===== config.mk =====
export PLATFORM = sky130hd
export DESIGN_NAME = bbc_mem_top
export DESIGN_NICKNAME = d
export VERILOG_FILES = /design/src/bbc_mem_pkg.sv /design/src/bbc_mem_top.sv /design/src/core_reset_sequencer.sv /design/src/rom_loader.sv /design/src/sdram_address_map.sv
export SDC_FILE = /design/constraint.sdc
export NUM_CORES = 1
export LEC_CHECK = 0
export ABC_AREA = 1
export BUFFER_PORTS_ARGS = -buffer_cell sky130_fd_sc_hd__buf_2
export CAP_MARGIN = 30
export CELL_PAD_IN_SITES_DETAIL_PLACEMENT = 2
export CELL_PAD_IN_SITES_GLOBAL_PLACEMENT = 2
export CORE_ASPECT_RATIO = 1.1
export CORE_MARGIN = 5
export CORE_UTILIZATION = 30
export CTS_CLUSTER_DIAMETER = 200
export DETAILED_ROUTE_END_ITERATION = 6
export PLACE_DENSITY_LB_ADDON = 0.1
export SLEW_MARGIN = 0
export SYNTH_ARGS = -nofsm -noshare
export SYNTH_HDL_FRONTEND = slang
export SYNTH_SLANG_ARGS = --single-unit
export TNS_END_PERCENT = 1

===== constraint.sdc =====
create_clock -name clk_48m -period 5.29 [get_ports clk_48m]
set_clock_uncertainty 0.2 [all_clocks]
set_input_delay 1.058 -clock clk_48m [delete_from_list [all_inputs] [get_ports clk_48m]]
set_output_delay 1.058 -clock clk_48m [all_outputs]
set_load 0.01 [all_outputs]

===== src/bbc_mem_pkg.sv =====
package bbc_mem_pkg;

	localparam int CPU_ADDR_W   = 16;
	localparam int SDRAM_ADDR_W = 25;
	localparam int BYTE_W       = 8;

	// 6502 side address
	typedef logic [CPU_ADDR_W-1:0] cpu_addr_t;

	// byte address into the sdram
	typedef logic [SDRAM_ADDR_W-1:0] sdram_addr_t;

	typedef logic [BYTE_W-1:0] byte_t;

	// romsel latch: [3:0] page, [7] MOS private RAM enable
	typedef logic [7:0] romsel_t;

	// io controller download index
	typedef logic [7:0] ioctl_index_t;

	// offset bits inside one 16 KB page
	localparam int PAGE_BITS = 14;

	// download targets
	// index 0 carries the OS images, anything else a paged ROM bundle
	localparam sdram_addr_t OS_ROM_BASE    = 25'h80000;
	localparam sdram_addr_t PAGED_ROM_BASE = 25'h68000;

	// reserved for CMOS contents, never written to sdram
	localparam ioctl_index_t CMOS_INDEX = 8'hff;

	// sdram layout
	//   00000-07fff  main RAM
	//   08000-08fff  MOS private RAM
	//   0a000-0bfff  filing system RAM
	//   10000-1ffff  shadow RAM
	//   40000-7ffff  sideways RAM pages
	//   80000-87fff  OS12 / MOS
	//   90000-9ffff  Model B sideways ROMs
	//   a0000-dffff  Master sideways ROMs
	localparam sdram_addr_t FILING_RAM_BASE   = 25'h0A000;
	localparam sdram_addr_t MODEL_B_ROM_BASE  = 25'h90000;
	localparam sdram_addr_t MASTER_ROM_BASE   = 25'hA0000;
	localparam sdram_addr_t SIDEWAYS_RAM_BASE = 25'h40000;

endpackage


===== src/bbc_mem_top.sv =====
`timescale 1ns/1ps

module bbc_mem_top #(
	parameter int unsigned REMAP_HOLD_CYCLES = 4095,
	parameter int unsigned AUTOBOOT_CYCLES   = 32000000
) (
	input  logic                       clk_48m,
	input  logic                       reset,
	input  logic                       mem_sync,
	input  logic                       pll_ready,
	input  logic                       sdram_ready,
	input  logic                       osd_reset,
	input  logic                       button_reset,
	input  logic                       model,
	input  logic                       rommap,
	input  logic                       autoboot,
	input  logic                       loader_active,
	input  logic                       ioctl_we,
	input  bbc_mem_pkg::sdram_addr_t   ioctl_addr,
	input  bbc_mem_pkg::ioctl_index_t  ioctl_index,
	input  bbc_mem_pkg::byte_t         ioctl_data,
	input  bbc_mem_pkg::cpu_addr_t     cpu_addr,
	input  bbc_mem_pkg::romsel_t       romsel,
	input  logic                       acc_y,
	input  logic                       shadow_ram,
	input  logic                       shadow_vid,
	input  logic                       phi0,
	input  logic                       cpu_we,
	input  bbc_mem_pkg::byte_t         cpu_dout,
	output bbc_mem_pkg::sdram_addr_t   sdram_addr,
	output logic                       sdram_we,
	output bbc_mem_pkg::byte_t         sdram_din,
	output logic                       core_reset,
	output logic                       autoboot_shift
);

	// registered download write, ahead of the cpu in the address mux
	logic                     loader_we;
	bbc_mem_pkg::sdram_addr_t loader_addr;
	bbc_mem_pkg::byte_t       loader_data;

	rom_loader loader_i (
		.clk_48m       (clk_48m),
		.reset         (reset),
		.mem_sync      (mem_sync),
		.loader_active (loader_active),
		.ioctl_we      (ioctl_we),
		.ioctl_addr    (ioctl_addr),
		.ioctl_index   (ioctl_index),
		.ioctl_data    (ioctl_data),
		.loader_we     (loader_we),
		.loader_addr   (loader_addr),
		.loader_data   (loader_data)
	);

	core_reset_sequencer #(
		.REMAP_HOLD_CYCLES (REMAP_HOLD_CYCLES),
		.AUTOBOOT_CYCLES   (AUTOBOOT_CYCLES)
	) reset_seq_i (
		.clk_48m        (clk_48m),
		.reset          (reset),
		.mem_sync       (mem_sync),
		.pll_ready      (pll_ready),
		.sdram_ready    (sdram_ready),
		.osd_reset      (osd_reset),
		.button_reset   (button_reset),
		.loader_active  (loader_active),
		.model          (model),
		.rommap         (rommap),
		.autoboot       (autoboot),
		.core_reset     (core_reset),
		.autoboot_shift (autoboot_shift)
	);

	sdram_address_map addr_map_i (
		.loader_active (loader_active),
		.loader_we     (loader_we),
		.loader_addr   (loader_addr),
		.loader_data   (loader_data),
		.cpu_addr      (cpu_addr),
		.romsel        (romsel),
		.acc_y         (acc_y),
		.shadow_ram    (shadow_ram),
		.shadow_vid    (shadow_vid),
		.phi0          (phi0),
		.cpu_we        (cpu_we),
		.cpu_dout      (cpu_dout),
		.model         (model),
		.rommap        (rommap),
		.sdram_addr    (sdram_addr),
		.sdram_we      (sdram_we),
		.sdram_din     (sdram_din)
	);

endmodule


===== src/core_reset_sequencer.sv =====
`timescale 1ns/1ps

module core_reset_sequencer #(
	parameter int unsigned REMAP_HOLD_CYCLES = 4095,
	parameter int unsigned AUTOBOOT_CYCLES   = 32000000
) (
	input  logic clk_48m,
	input  logic reset,
	input  logic mem_sync,
	input  logic pll_ready,
	input  logic sdram_ready,
	input  logic osd_reset,
	input  logic button_reset,
	input  logic loader_active,
	input  logic model,
	input  logic rommap,
	input  logic autoboot,
	output logic core_reset,
	output logic autoboot_shift
);

	localparam int REMAP_W    = $clog2(REMAP_HOLD_CYCLES + 1);
	localparam int AUTOBOOT_W = $clog2(AUTOBOOT_CYCLES + 1);

	logic                  model_q;
	logic                  rommap_q;
	logic                  map_changed;
	logic [REMAP_W-1:0]    remap_count;
	logic                  remap_hold;
	logic                  reset_request;
	logic [AUTOBOOT_W-1:0] autoboot_count;

	// model or rom mapping changed since the previous cycle
	assign map_changed = (model != model_q) || (rommap != rommap_q);
	assign remap_hold  = (remap_count != '0);

	always_ff @(posedge clk_48m) begin
		model_q  <= model;
		rommap_q <= rommap;
		if (reset) begin
			remap_count <= '0;
		end else if (map_changed) begin
			remap_count <= REMAP_W'(REMAP_HOLD_CYCLES);
		end else if (remap_hold) begin
			remap_count <= remap_count - REMAP_W'(1);
		end
	end

	// any single cause keeps the core in reset
	assign reset_request = !pll_ready || !sdram_ready || osd_reset || button_reset ||
		loader_active || remap_hold;

	// core reset may only change on a memory cycle boundary
	always_ff @(posedge clk_48m) begin
		if (reset) begin
			core_reset <= 1'b1;
		end else if (mem_sync) begin
			core_reset <= reset_request;
		end
	end

	// shift press timer, armed for the whole of core reset
	always_ff @(posedge clk_48m) begin
		if (reset || core_reset) begin
			autoboot_count <= AUTOBOOT_W'(AUTOBOOT_CYCLES);
		end else if (autoboot_count != '0) begin
			autoboot_count <= autoboot_count - AUTOBOOT_W'(1);
		end
	end

	// the MOS sees shift held and boots from disc
	assign autoboot_shift = autoboot && (autoboot_count != '0);

endmodule


===== src/rom_loader.sv =====
`timescale 1ns/1ps

module rom_loader (
	input  logic                       clk_48m,
	input  logic                       reset,
	input  logic                       mem_sync,
	input  logic                       loader_active,
	input  logic                       ioctl_we,
	input  bbc_mem_pkg::sdram_addr_t   ioctl_addr,
	input  bbc_mem_pkg::ioctl_index_t  ioctl_index,
	input  bbc_mem_pkg::byte_t         ioctl_data,
	output logic                       loader_we,
	output bbc_mem_pkg::sdram_addr_t   loader_addr,
	output bbc_mem_pkg::byte_t         loader_data
);

	import bbc_mem_pkg::*;

	logic        pending;
	logic        take_write;
	sdram_addr_t region_base;

	// CMOS downloads go elsewhere, never to sdram
	assign take_write = ioctl_we && loader_active && (ioctl_index != CMOS_INDEX);

	// OS images at index 0, everything else into the paged ROM area
	assign region_base = (ioctl_index == '0) ? OS_ROM_BASE : PAGED_ROM_BASE;

	// one slot, drained at each sync
	always_ff @(posedge clk_48m) begin
		if (reset) begin
			pending   <= 1'b0;
			loader_we <= 1'b0;
		end else begin
			if (mem_sync) begin
				loader_we <= pending;
				pending   <= 1'b0;
			end
			// a write landing on the sync cycle waits for the next one
			if (take_write) begin
				pending <= 1'b1;
			end
		end
	end

	// address and data sampled at the sync, not at the write
	always_ff @(posedge clk_48m) begin
		if (mem_sync && pending) begin
			loader_addr <= ioctl_addr + region_base;
			loader_data <= ioctl_data;
		end
	end

endmodule


===== src/sdram_address_map.sv =====
`timescale 1ns/1ps

module sdram_address_map (
	input  logic                     loader_active,
	input  logic                     loader_we,
	input  bbc_mem_pkg::sdram_addr_t loader_addr,
	input  bbc_mem_pkg::byte_t       loader_data,
	input  bbc_mem_pkg::cpu_addr_t   cpu_addr,
	input  bbc_mem_pkg::romsel_t     romsel,
	input  logic                     acc_y,
	input  logic                     shadow_ram,
	input  logic                     shadow_vid,
	input  logic                     phi0,
	input  logic                     cpu_we,
	input  bbc_mem_pkg::byte_t       cpu_dout,
	input  logic                     model,
	input  logic                     rommap,
	output bbc_mem_pkg::sdram_addr_t sdram_addr,
	output logic                     sdram_we,
	output bbc_mem_pkg::byte_t       sdram_din
);

	import bbc_mem_pkg::*;

	logic cpu_ram;
	logic mos_rom;
	logic sideways;
	logic mos_ram;
	logic filing_ram;
	logic sideways_ram;
	logic sideways_rom;
	logic master_rom_page;
	logic model_b_rom_page;

	sdram_addr_t page_off;
	sdram_addr_t filing_off;
	sdram_addr_t os_page;
	sdram_addr_t rom_page;
	sdram_addr_t master_bank;
	sdram_addr_t ram_page;

	// region decode of the cpu address
	assign cpu_ram    = !cpu_addr[15];
	assign mos_rom    = (cpu_addr[15:14] == 2'b11);
	assign sideways   = (cpu_addr[15:14] == 2'b10);
	assign mos_ram    = sideways && (cpu_addr[13:12] == 2'b00) && romsel[7];
	assign filing_ram = (cpu_addr[15:13] == 3'b110) && acc_y;

	// pages 4-7 are RAM on both machines
	assign sideways_ram = sideways && (romsel[3:2] == 2'b01);

	// Master keeps ROMs in pages 0-3 and 8-F
	assign master_rom_page = (romsel[3:2] == 2'b00) || romsel[3];
	// Model B, low mapping puts the four ROMs at 0-3, high at C-F
	assign model_b_rom_page = rommap ? (romsel[3:2] == 2'b00) : (romsel[3:2] == 2'b11);

	assign sideways_rom = sideways && (model ? master_rom_page : model_b_rom_page);

	assign page_off    = sdram_addr_t'(cpu_addr[PAGE_BITS-1:0]);
	assign filing_off  = sdram_addr_t'(cpu_addr[12:0]);
	assign os_page     = sdram_addr_t'(model) << PAGE_BITS;
	assign rom_page    = sdram_addr_t'(romsel[1:0]) << PAGE_BITS;
	// 64 KB per group of four Master ROM pages
	assign master_bank = sdram_addr_t'(romsel[3:2]) << (PAGE_BITS + 2);
	assign ram_page    = sdram_addr_t'(romsel[3:0]) << PAGE_BITS;

	always_comb begin
		if (loader_active) begin
			sdram_addr = loader_addr;
		end else if (!phi0) begin
			// video fetch
			sdram_addr = sdram_addr_t'({shadow_vid, cpu_addr});
		end else if (cpu_ram || mos_ram) begin
			sdram_addr = sdram_addr_t'({shadow_ram, cpu_addr});
		end else if (filing_ram) begin
			sdram_addr = FILING_RAM_BASE + filing_off;
		end else if (mos_rom) begin
			sdram_addr = OS_ROM_BASE + os_page + page_off;
		end else if (sideways_rom && !model) begin
			sdram_addr = MODEL_B_ROM_BASE + rom_page + page_off;
		end else if (sideways_rom) begin
			sdram_addr = MASTER_ROM_BASE + master_bank + rom_page + page_off;
		end else begin
			sdram_addr = SIDEWAYS_RAM_BASE + ram_page + page_off;
		end
	end

	// ROM regions are read only to the cpu
	assign sdram_we = loader_active ? loader_we :
		(cpu_we && (cpu_ram || mos_ram || filing_ram || sideways_ram));

	assign sdram_din = loader_active ? loader_data : cpu_dout;

endmodule


==> flow_metrics.py, run 1 <==
metrics = {
    "worst_setup_path": {
        "crit_path_end_kind": "primary output",
        "worstPathArrival_ps": 2350,
        "start_kind": "input pin",
        "crit_start": "rommap",
        "crit_fanout": 4,
        "reg2reg_from": "reset_seq_i.autoboot_count[0]$_SDFFE_PP0N_",
        "crit_required_ps": 4030,
        "crit_type": "in2out",
        "ff2ff_path_depth": 8,
    },
    "layout": {
        "final_util_pct": 38.6,
        "area_growth_pct": 25.6,
        "fin_nets": 817,
        "drive_above_1_share_pct": 21.9,
        "fin_cells": 911,
        "stdcell_area_mm2": 0.00537,
    },
    "timing": {
        "tightest_slew_ps": 838,
        "whs_ps": 275,
        "post-route-min-period_ps": 3610,
        "setup_violations": 0,
        "slew_violations": 0,
        "tns_ps": 0,
        "fmax_ghz": 0.277,
        "hold_viol_final": 0,
        "rsz0062_at_grt": "no",
        "period_share_pct": 68.2,
        "max-slew-margin-rel_pct": 44.1,
        "fin_ws_ps": 1680,
    },
    "yosys": {
        "synthSimpleGateAreaFrac_pct": 38.3,
        "synth_xor_xnor_area_share_pct": 4.30,
        "synth.ff_latch_count": 75,
        "yosys.area_share.adder_pct": 2.93,
        "syn-cell-area_mm2": 0.00427,
        "synthCells": 593,
        "yosysWarnings": 0,
        "synth_top_family_by_area": "simple AND/OR/NAND/NOR gates",
        "synth_nets": 693,
        "synth_compound_area_share_pct": 4.48,
        "yosys-mux-area-fraction_pct": 0.468,
        "synth_cell_types": 36,
        "yosysSeqAreaShare_pct": 42.9,
        "syn_area_per_cell_um2": 7.21,
    },
    "clock_network": {
        "cts_setup_buffers": 0,
        "clkSinkCount": 75,
        "clk_pin_slew_ps": 60,
        "cts_hold_buf": 0,
        "cts_max_level": 3,
        "cts-buffers-inserted": 9,
        "cts_resized": 0,
        "cts_tree": "built",
        "clock-root-buffer": "clkbuf_16",
        "clk_path_buf_depth": 2,
        "clkLatencyLatePin_ps": 340,
    },
    "place": {
        "io_buffer_count": 122,
        "post-place-ws_ps": 1680,
        "gp_congestion": 0.800,
        "dpl_cell_area_mm2": 0.00508,
        "placed_cells": 894,
        "place.detailed.hpwl_um": 11200,
    },
    "die": {
        "rows": 45,
        "die_h_um": 135,
        "core_area_mm2": 0.0139,
        "die_area_mm2": 0.0167,
        "start_util_pct": 30.7,
        "io_pins": 126,
        "die_w_um": 124,
    },
    "outcome": {
        "status": "completed",
    },
    "pwr": {
        "power.leakage_nw": 2.67,
        "design_power_total_mw": 1.48,
        "p_per_area_mw_per_mm2": 276,
        "ir_drop_mv": 0.138,
    },
    "hold_path": {
        "hold_class": "reg2reg",
        "min-delay-start": "reset_seq_i.autoboot_count[23]$_SDFFE_PP1N_",
        "whs_path_depth": 2,
    },
    "route": {
        "via_per_inst": 4.74,
        "wl_per_cell_um": 15.8,
        "dr.pass1.iters": 4,
        "drc": 0,
        "dr.first_iter.drc_count": 130,
        "wl_um": 14400,
        "vias": 4316,
        "drt.antenna.violating_nets": 0,
    },
    "flow_run": {
        "cap_violations": 0,
    },
    "grt": {
        "overflow": 0,
        "grt_pass1_vias": 4914,
        "grt_max_degree": 39,
        "grt_util_all_layers_pct": 18.1,
        "grt_pass1_wl_um": 23800,
        "antenna_found_initial": 1,
    },
}
==> synth_stat cells (all sizes together) <==
library cell	number	area share, %
a211oi	1	0.18
o31ai	1	0.18
nand3	31	3.9
a32oi	1	0.20
o21bai	1	0.18
edfxtp	33	23
dfxtp	42	20
inv	60	5.3
nor2	104	11
buf	6	0.85
nor4	2	0.29
or2	3	0.44
nor3	6	0.70
clkinv	1	0.088
nand3b	4	0.70
o211ai	1	0.18
nor3b	2	0.35
nand2b	1	0.15
o21ai	15	1.8
xor2	18	3.7
clkbuf	5	0.47
nand4	16	2.7
xnor2	3	0.61
ha	10	2.9
a21oi	14	1.6
nand2	209	18
o21a	1	0.18
mux2i	2	0.47
==> where the power goes <==
part | switching (mW) | internal, mW | total, mW
clock network | 0.247 | 0.366 | 0.614
logic | 0.140 | 0.0852 | 0.225
registers | 0.0155 | 0.627 | 0.642
==> layer usage <==
metal | up-vias | GRT usage, % | part of all wire, %
li1 | 2137 | - | -
met1 | 2089 | 19.5 | 40
met2 | 73 | 35.1 | 55
met3 | 17 | 3.05 | 3.7
met4 | 0 | 5.85 | 1.5
met5 | - | 0 | 0
==> cells in the final DEF (no fill, tap or decap), types with 3 or more instances in the layout <==
cell,instances
nand3b_1,4
nor2_4,3
or2_2,3
inv_1,60
dfxtp_1,42
nor3_1,6
a21oi_1,14
nand2_1,207
clkbuf_16,9
edfxtp_1,33
xor2_1,18
xnor2_1,3
clkbuf_1,3
nand3_1,29
ha_1,10
nor2_2,10
nor2_1,90
o21ai_0,15
buf_2,122
nand4_1,15
==> final cells by class <==
cell class	instances	area, µm²
Timing Repair Buffer	124	626
Sequential cell	75	1830
Inverter	61	229
Fill cell	1707	8540
Multi-Input combinational cell	446	2160
Antenna cell	1	2.50
Clock buffer	12	236
Clock inverter	4	51.3
Tap cell	188	235
==> path summary, 6_finish.rpt <==
| kind | slack, ps | end |
|---|---|---|
| setup / recovery | 1680 | sdram_addr[17] |
| hold / removal | 280 | reset_seq_i.autoboot_count[23]$_SDFFE_PP1N_ |
| setup reg to reg | 3320 | reset_seq_i.autoboot_count[16]$_SDFFE_PP0N_ |
| hold reg to reg | 280 | reset_seq_i.autoboot_count[23]$_SDFFE_PP1N_ |
==> worst max-delay path, stage by stage <==
cell and delay, ps:
buf_2 130, nand2_1 70, o21ai_0 100, o21ai_0 170
inv_1 90, ha_1 270, o21ai_0 280, buf_2 190
==> state kept, by name, summed over array words and instances, names as in the netlist <==
register / cells
reset_seq_i.core_reset: 1
loader_i.pending: 1
reset_seq_i.model_q: 1
reset_seq_i.remap_count: 12
reset_seq_i.rommap_q: 1
loader_i.loader_we: 1
loader_i.loader_data: 8
loader_i.loader_addr: 25
reset_seq_i.autoboot_count: 25
==> logic make-up after synthesis <==
group,Yosys count
AOI/OAI and AO/OA,35
xor gates and xnor gates,21
adders and majority gates,10
buffers and inverters,72
DFF,75
muxes,2
and+or+nand+nor,378
Note: power is estimated with default switching activity, not from simulation.
==> inputs of run 2 (changes only) <==
Settings changed: CORE_UTILIZATION 30 to 25.
Clock period 5.29 ns to 3.3 ns, I/O delays scaled along.
==> run 2 against run 1 <==
Critical path depth is the same. Worst setup slack lost 1200 ps. Register-to-register slack lost 2000 ps. Wire length grew 3.0%. Non-clock buffer count grew 3. Total power grew 57%. Cell area grew 0.65%. Utilization shrank 6.6 points. Sequential cell count is the same. Largest cell class unchanged.
==> flow_metrics.py, run 2 (same netlist as run 1, synthesis figures left out) <==
metrics = {
    "outcome": {
        "status": "completed",
    },
    "pwr": {
        "power.switching_mw": 0.672,
        "seqPwrFrac_pct": 44.2,
        "design_power_total_mw": 2.33,
        "ir_drop_mv": 0.218,
        "power.internal_mw": 1.66,
        "p_per_area_mw_per_mm2": 431,
        "power.leakage_nw": 2.68,
        "combPwrFrac_pct": 15.7,
        "clock_power_share_pct": 40.1,
        "p_sw_share_pct": 28.9,
    },
    "route": {
        "wl_per_cell_um": 15.9,
        "dr.first_iter.drc_count": 102,
        "route.met3.wl_um": 548,
        "highest_layer": "met4",
        "wl_um": 14800,
        "wl_met1_um": 5920,
        "dr.pass1.iters": 4,
        "vias": 4276,
        "drt.antenna.violating_nets": 0,
        "drc": 0,
        "met2_wirelength_um": 8190,
        "via_per_inst": 4.58,
    },
    "timing": {
        "rsz0062_at_grt": "no",
        "fmax_ghz": 0.357,
        "max-slew-margin-rel_pct": 68.9,
        "tns_ps": 0,
        "slew_violations": 0,
        "period_share_pct": 84.9,
        "setup_violations": 0,
        "tightest_slew_ps": 466,
        "hold_viol_final": 0,
        "post-route-min-period_ps": 2800,
    },
    "worst_setup_path": {
        "critical_path.top_delay_family": "simple AND/OR/NAND/NOR gates",
        "crit_fanout": 7,
        "crit_required_ps": 2440,
        "worstPathArrival_ps": 1940,
        "ff2ff_path_depth": 8,
        "crit_path_end_kind": "primary output",
        "path_depth": 8,
        "path_cells": "inv_1 > ha_1 > nand2_1 > nor3_1 > nand3_2 > nand2_1 > inv_1 > buf_2",
        "start_kind": "flip-flop",
        "slowest_delay_ps": 350,
        "crit_slowest_cell": "dfxtp_1",
        "crit_buf_inv": 3,
        "crit_type": "reg2out",
    },
    "die": {
        "rows": 50,
        "io_pins": 126,
        "die_h_um": 147,
        "die_w_um": 135,
        "core_area_mm2": 0.0169,
        "die_area_mm2": 0.0198,
        "start_util_pct": 25.3,
    },
    "clock_network": {
        "cts_hold_buf": 0,
        "clkLatencyLatePin_ps": 340,
        "cts_max_level": 3,
        "clock-root-buffer": "clkbuf_16",
        "cts_setup_buffers": 0,
        "cts_tree": "built",
        "cts-buffers-inserted": 9,
        "cts_resized": 0,
        "clk_pin_slew_ps": 60,
        "clkSinkCount": 75,
        "clk_path_buf_depth": 2,
    },
    "hold_path": {
        "whs_path_depth": 2,
        "hold_class": "reg2reg",
    },
    "place": {
        "io_buffer_count": 122,
        "place.detailed.hpwl_um": 11900,
        "gp_congestion": 0.806,
    },
    "layout": {
        "area_growth_pct": 26.4,
        "seq_area_mm2": 0.00183,
        "drive_above_1_share_pct": 22.8,
        "fin_nets": 820,
        "multi_input_area_mm2": 0.00216,
        "largestRegisters": "loader_i.loader_addr: 25 flops, reset_seq_i.autoboot_count: 25 flops, reset_seq_i.remap_count: 12 flops",
        "mostFrequentLayoutCell": "nand2_1",
        "final_cell_mix": "nand2_1, buf_2, nor2_1",
        "n_antenna_cell": 0,
        "n_fill_cell": 2006,
    },
    "grt": {
        "antenna_found_initial": 0,
        "grt_util_all_layers_pct": 15.4,
        "overflow": 0,
        "grt_pass1_vias": 4815,
        "grt_pass1_wl_um": 24400,
        "grt_max_degree": 34,
    },
    "flow_run": {
        "cap_violations": 0,
    },
}
-- run 2: layer usage --
layer,vias to the layer above,global-route usage (%)
li1,2140,-
met5,-,0
met4,0,3.67
met3,10,3.84
met2,66,29.8
met1,2060,16.5
-- run 2: area by class of cell --
class                      instances  area share, %
clock inverter                     7          0.972
inverter                          61           4.24
sequential                        75           33.9
clock buffer                       9           4.17
tap                              208           4.82
timing repair buffer             127           12.0
multi-input combinational        446           39.9
-- run 2: path summary, 6_finish.rpt --
path                                            endpoint  slack [ps]                                        from
min reg2reg              loader_i.loader_we$_SDFFE_PP0P_         280             loader_i.loader_we$_SDFFE_PP0P_
min                      loader_i.loader_we$_SDFFE_PP0P_         280             loader_i.loader_we$_SDFFE_PP0P_
max                                       autoboot_shift         500  reset_seq_i.autoboot_count[0]$_SDFFE_PP0N_
max reg2reg  reset_seq_i.autoboot_count[16]$_SDFFE_PP0N_        1330  reset_seq_i.autoboot_count[0]$_SDFFE_PP0N_
-- run 2: power groups by stage --
| stage | Clock [mW] | Sequential (mW) | Combinational (mW) |
|---|---|---|---|
| 2_1_floorplan | 0 | 1.04 | 0.217 |
| 3_3_place_gp | 0 | 1.05 | 0.358 |
| 3_5_place_dp | 0 | 1.05 | 0.372 |
| 4_1_cts | 0.974 | 1.03 | 0.376 |
| 5_1_grt | 1.02 | 1.03 | 0.419 |
| 6_report | 0.934 | 1.03 | 0.366 |
-- run 2: worst register-to-register path, delay by kind of cell, from the launching register on --
family,cells,cell delay (ps)
DFF,1,350
xor gates and xnor gates,1,150
and+or+nand+nor,5,620
adders and majority gates,1,330
buffers and inverters,1,220
-- run 2: stage by stage --
stage / hold slack, ps / util, % / area (µm²) / instances / setup slack, ps
after floorplan: 239 / - / 4270 / 593 / 830
after global placement: 252 / 30.3 / 5130 / 917 / 406
after detailed placement: 269 / 30.3 / 5130 / 917 / 400
after CTS: 273 / 32.0 / 5400 / 933 / 452
after global routing: 266 / 32.0 / 5400 / 933 / 340
final: 279 / 32.0 / 5400 / 933 / 498
==> inputs of run 3 (changes only) <==
Clock period 3.3 ns to 2.38 ns, I/O delays scaled along.
==> run 3 against run 2 <==
Clock power increased by 57%. Highest routed layer unchanged. Total power increased by 47%. Utilization increased by 1.3 points. Worst hold slack got worse by 180 ps. Largest power group is now the clock network. Cell area increased by 4.1%. Wire length increased by 3.6%. Sequential cell count unchanged. Combinational power increased by 46%. Critical path type unchanged.
==> flow_metrics.py, run 3 (same netlist as run 1, synthesis figures left out) <==
metrics = {
    "outcome": {
        "status": "completed",
    },
    "grt": {
        "grt_pass1_vias": 4880,
        "grt_pass1_wl_um": 24600,
        "grt_util_all_layers_pct": 15.7,
        "overflow": 0,
        "antenna_found_initial": 0,
        "grt_max_degree": 34,
    },
    "hold_path": {
        "whs_endpoint": "loader_i.loader_addr[6]$_DFFE_PP_",
        "whs_path_depth": 1,
        "min-delay-start": "ioctl_addr[6]",
        "hold_class": "in2reg",
    },
    "route": {
        "dr.first_iter.drc_count": 152,
        "via_per_inst": 4.62,
        "drc": 0,
        "wl_um": 15400,
        "wl_per_cell_um": 16.1,
        "dr.pass1.iters": 4,
        "drt.antenna.violating_nets": 0,
        "vias": 4409,
    },
    "die": {
        "core_area_mm2": 0.0169,
        "rows": 50,
        "io_pins": 126,
        "die_h_um": 147,
        "die_w_um": 135,
        "start_util_pct": 25.3,
        "die_area_mm2": 0.0198,
    },
    "layout": {
        "n_antenna_cell": 0,
        "seq_area_mm2": 0.00183,
        "area_growth_pct": 31.7,
        "drive_above_1_share_pct": 25.7,
        "fin_cells": 955,
        "largestRegisters": "loader_i.loader_addr: 25 flops, reset_seq_i.autoboot_count: 25 flops, reset_seq_i.remap_count: 12 flops",
        "multi_input_area_mm2": 0.00219,
        "final_cell_mix": "nand2_1, buf_2, nor2_1",
        "n_fill_cell": 2045,
        "mostFrequentLayoutCell": "nand2_1",
        "fin_nets": 842,
    },
    "worst_setup_path": {
        "crit_slowest_cell": "dfxtp_1",
        "crit_fanout": 4,
        "r2r_end": "reset_seq_i.autoboot_count[16]$_SDFFE_PP0N_",
        "slowest_delay_ps": 340,
        "path_cells": "inv_1 > ha_2 > nand2_1 > nor3_2 > nand3_2 > nand2_1 > inv_1 > buf_2",
        "reg2reg_from": "reset_seq_i.autoboot_count[0]$_SDFFE_PP0N_",
        "crit_required_ps": 1700,
        "worstPathArrival_ps": 1590,
        "crit_path_end_kind": "primary output",
        "ff2ff_path_depth": 9,
        "crit_type": "reg2out",
        "r2r_setup_slack_ps": 410,
        "start_kind": "flip-flop",
    },
    "flow_run": {
        "cap_violations": 0,
    },
    "timing": {
        "rsz0062_at_grt": "yes",
        "post-route-min-period_ps": 2260,
        "fmax_ghz": 0.442,
        "tns_ps": 0,
        "setup_violations": 0,
        "fin_ws_ps": 118,
        "max-slew-margin-rel_pct": 68.6,
        "tightest_slew_ps": 471,
        "slew_violations": 0,
        "period_share_pct": 95.1,
        "hold_viol_final": 0,
    },
    "pwr": {
        "p_per_area_mw_per_mm2": 610,
        "power.leakage_nw": 2.80,
        "p_sw_share_pct": 28.9,
        "clock_power_share_pct": 42.9,
        "combPwrFrac_pct": 15.6,
        "seqPwrFrac_pct": 41.5,
        "power.internal_mw": 2.44,
        "design_power_total_mw": 3.43,
        "ir_drop_mv": 0.443,
        "power.switching_mw": 0.992,
    },
    "clock_network": {
        "clk_pin_slew_ps": 70,
        "cts_max_level": 3,
        "cts-buffers-inserted": 9,
        "cts_hold_buf": 0,
        "clkSinkCount": 75,
        "clk_path_buf_depth": 2,
        "cts_tree": "built",
        "clkLatencyLatePin_ps": 350,
        "clock-root-buffer": "clkbuf_16",
        "cts_setup_buffers": 0,
    },
    "place": {
        "gp_congestion": 0.819,
        "post-place-ws_ps": -304,
        "placed_cells": 939,
        "place.detailed.hpwl_um": 12400,
        "io_buffer_count": 122,
    },
}
## run 3: final cells by class
class                      instances  area share (%)
tap                              208            4.62
sequential                        75            32.5
multi-input combinational        446            38.8
inverter                          61            4.07
timing repair buffer             149            14.5
clock buffer                       9            4.00
clock inverter                     7            1.47
## run 3: worst max path at each step
stage                                                    start                            endpoint  slack (ps)  cells after the start
CTS                                               cpu_addr[14]                      sdram_addr[17]          30                      9
finish              reset_seq_i.autoboot_count[0]$_SDFFE_PP0N_                      autoboot_shift         120                      8
floorplan                                       ioctl_index[0]  loader_i.loader_addr[24]$_DFFE_PP_          90                      7
detailed placement                              ioctl_index[4]  loader_i.loader_addr[23]$_DFFE_PP_        -300                     13
global placement                                ioctl_index[4]  loader_i.loader_addr[24]$_DFFE_PP_        -180                      8
global route        reset_seq_i.autoboot_count[0]$_SDFFE_PP0N_                      autoboot_shift        -0.2                      8
## run 3: what timing repair did
action / in CTS / in global routing
pin swaps: 0 / 3
setup endpoints to repair: 1 / 4
resized for setup: 1 / 5
## run 3: per-stage QoR
step	hold WS, ps	utilization [%]	instance area (µm²)
after global routing	78.7	33.3	5630
after floorplan	239	-	4270
after detailed placement	267	31.3	5290
final	97.2	33.3	5630
after global placement	251	31.3	5290
after CTS	82.3	33.2	5600
## run 3: layer usage
layer	vias to the layer above	routed length, µm	part of all wire (%)	GRT usage, %
met2	67	8610	56	31.1
met1	2140	6000	39	16.4
met5	-	0	0	0
met4	0	245	1.6	5.19
li1	2187	-	-	-
met3	15	500	3.3	2.74
## run 3: critical path: cells and delay by family (launching register included)
kind | cells | cell delay (ps)
flip-flops | 1 | 340
AND/OR/NAND/NOR | 4 | 450
buffers and inverters | 3 | 260
adder cells (fa/ha/maj) | 1 | 200
## run 3: power by group through the flow
stage,clock network [mW],logic (mW),registers (mW)
after global routing,1.57,0.610,1.43
after global placement,0,0.523,1.45
after CTS,1.52,0.549,1.43
after detailed placement,0,0.544,1.45
final,1.47,0.536,1.42
after floorplan,0,0.301,1.44
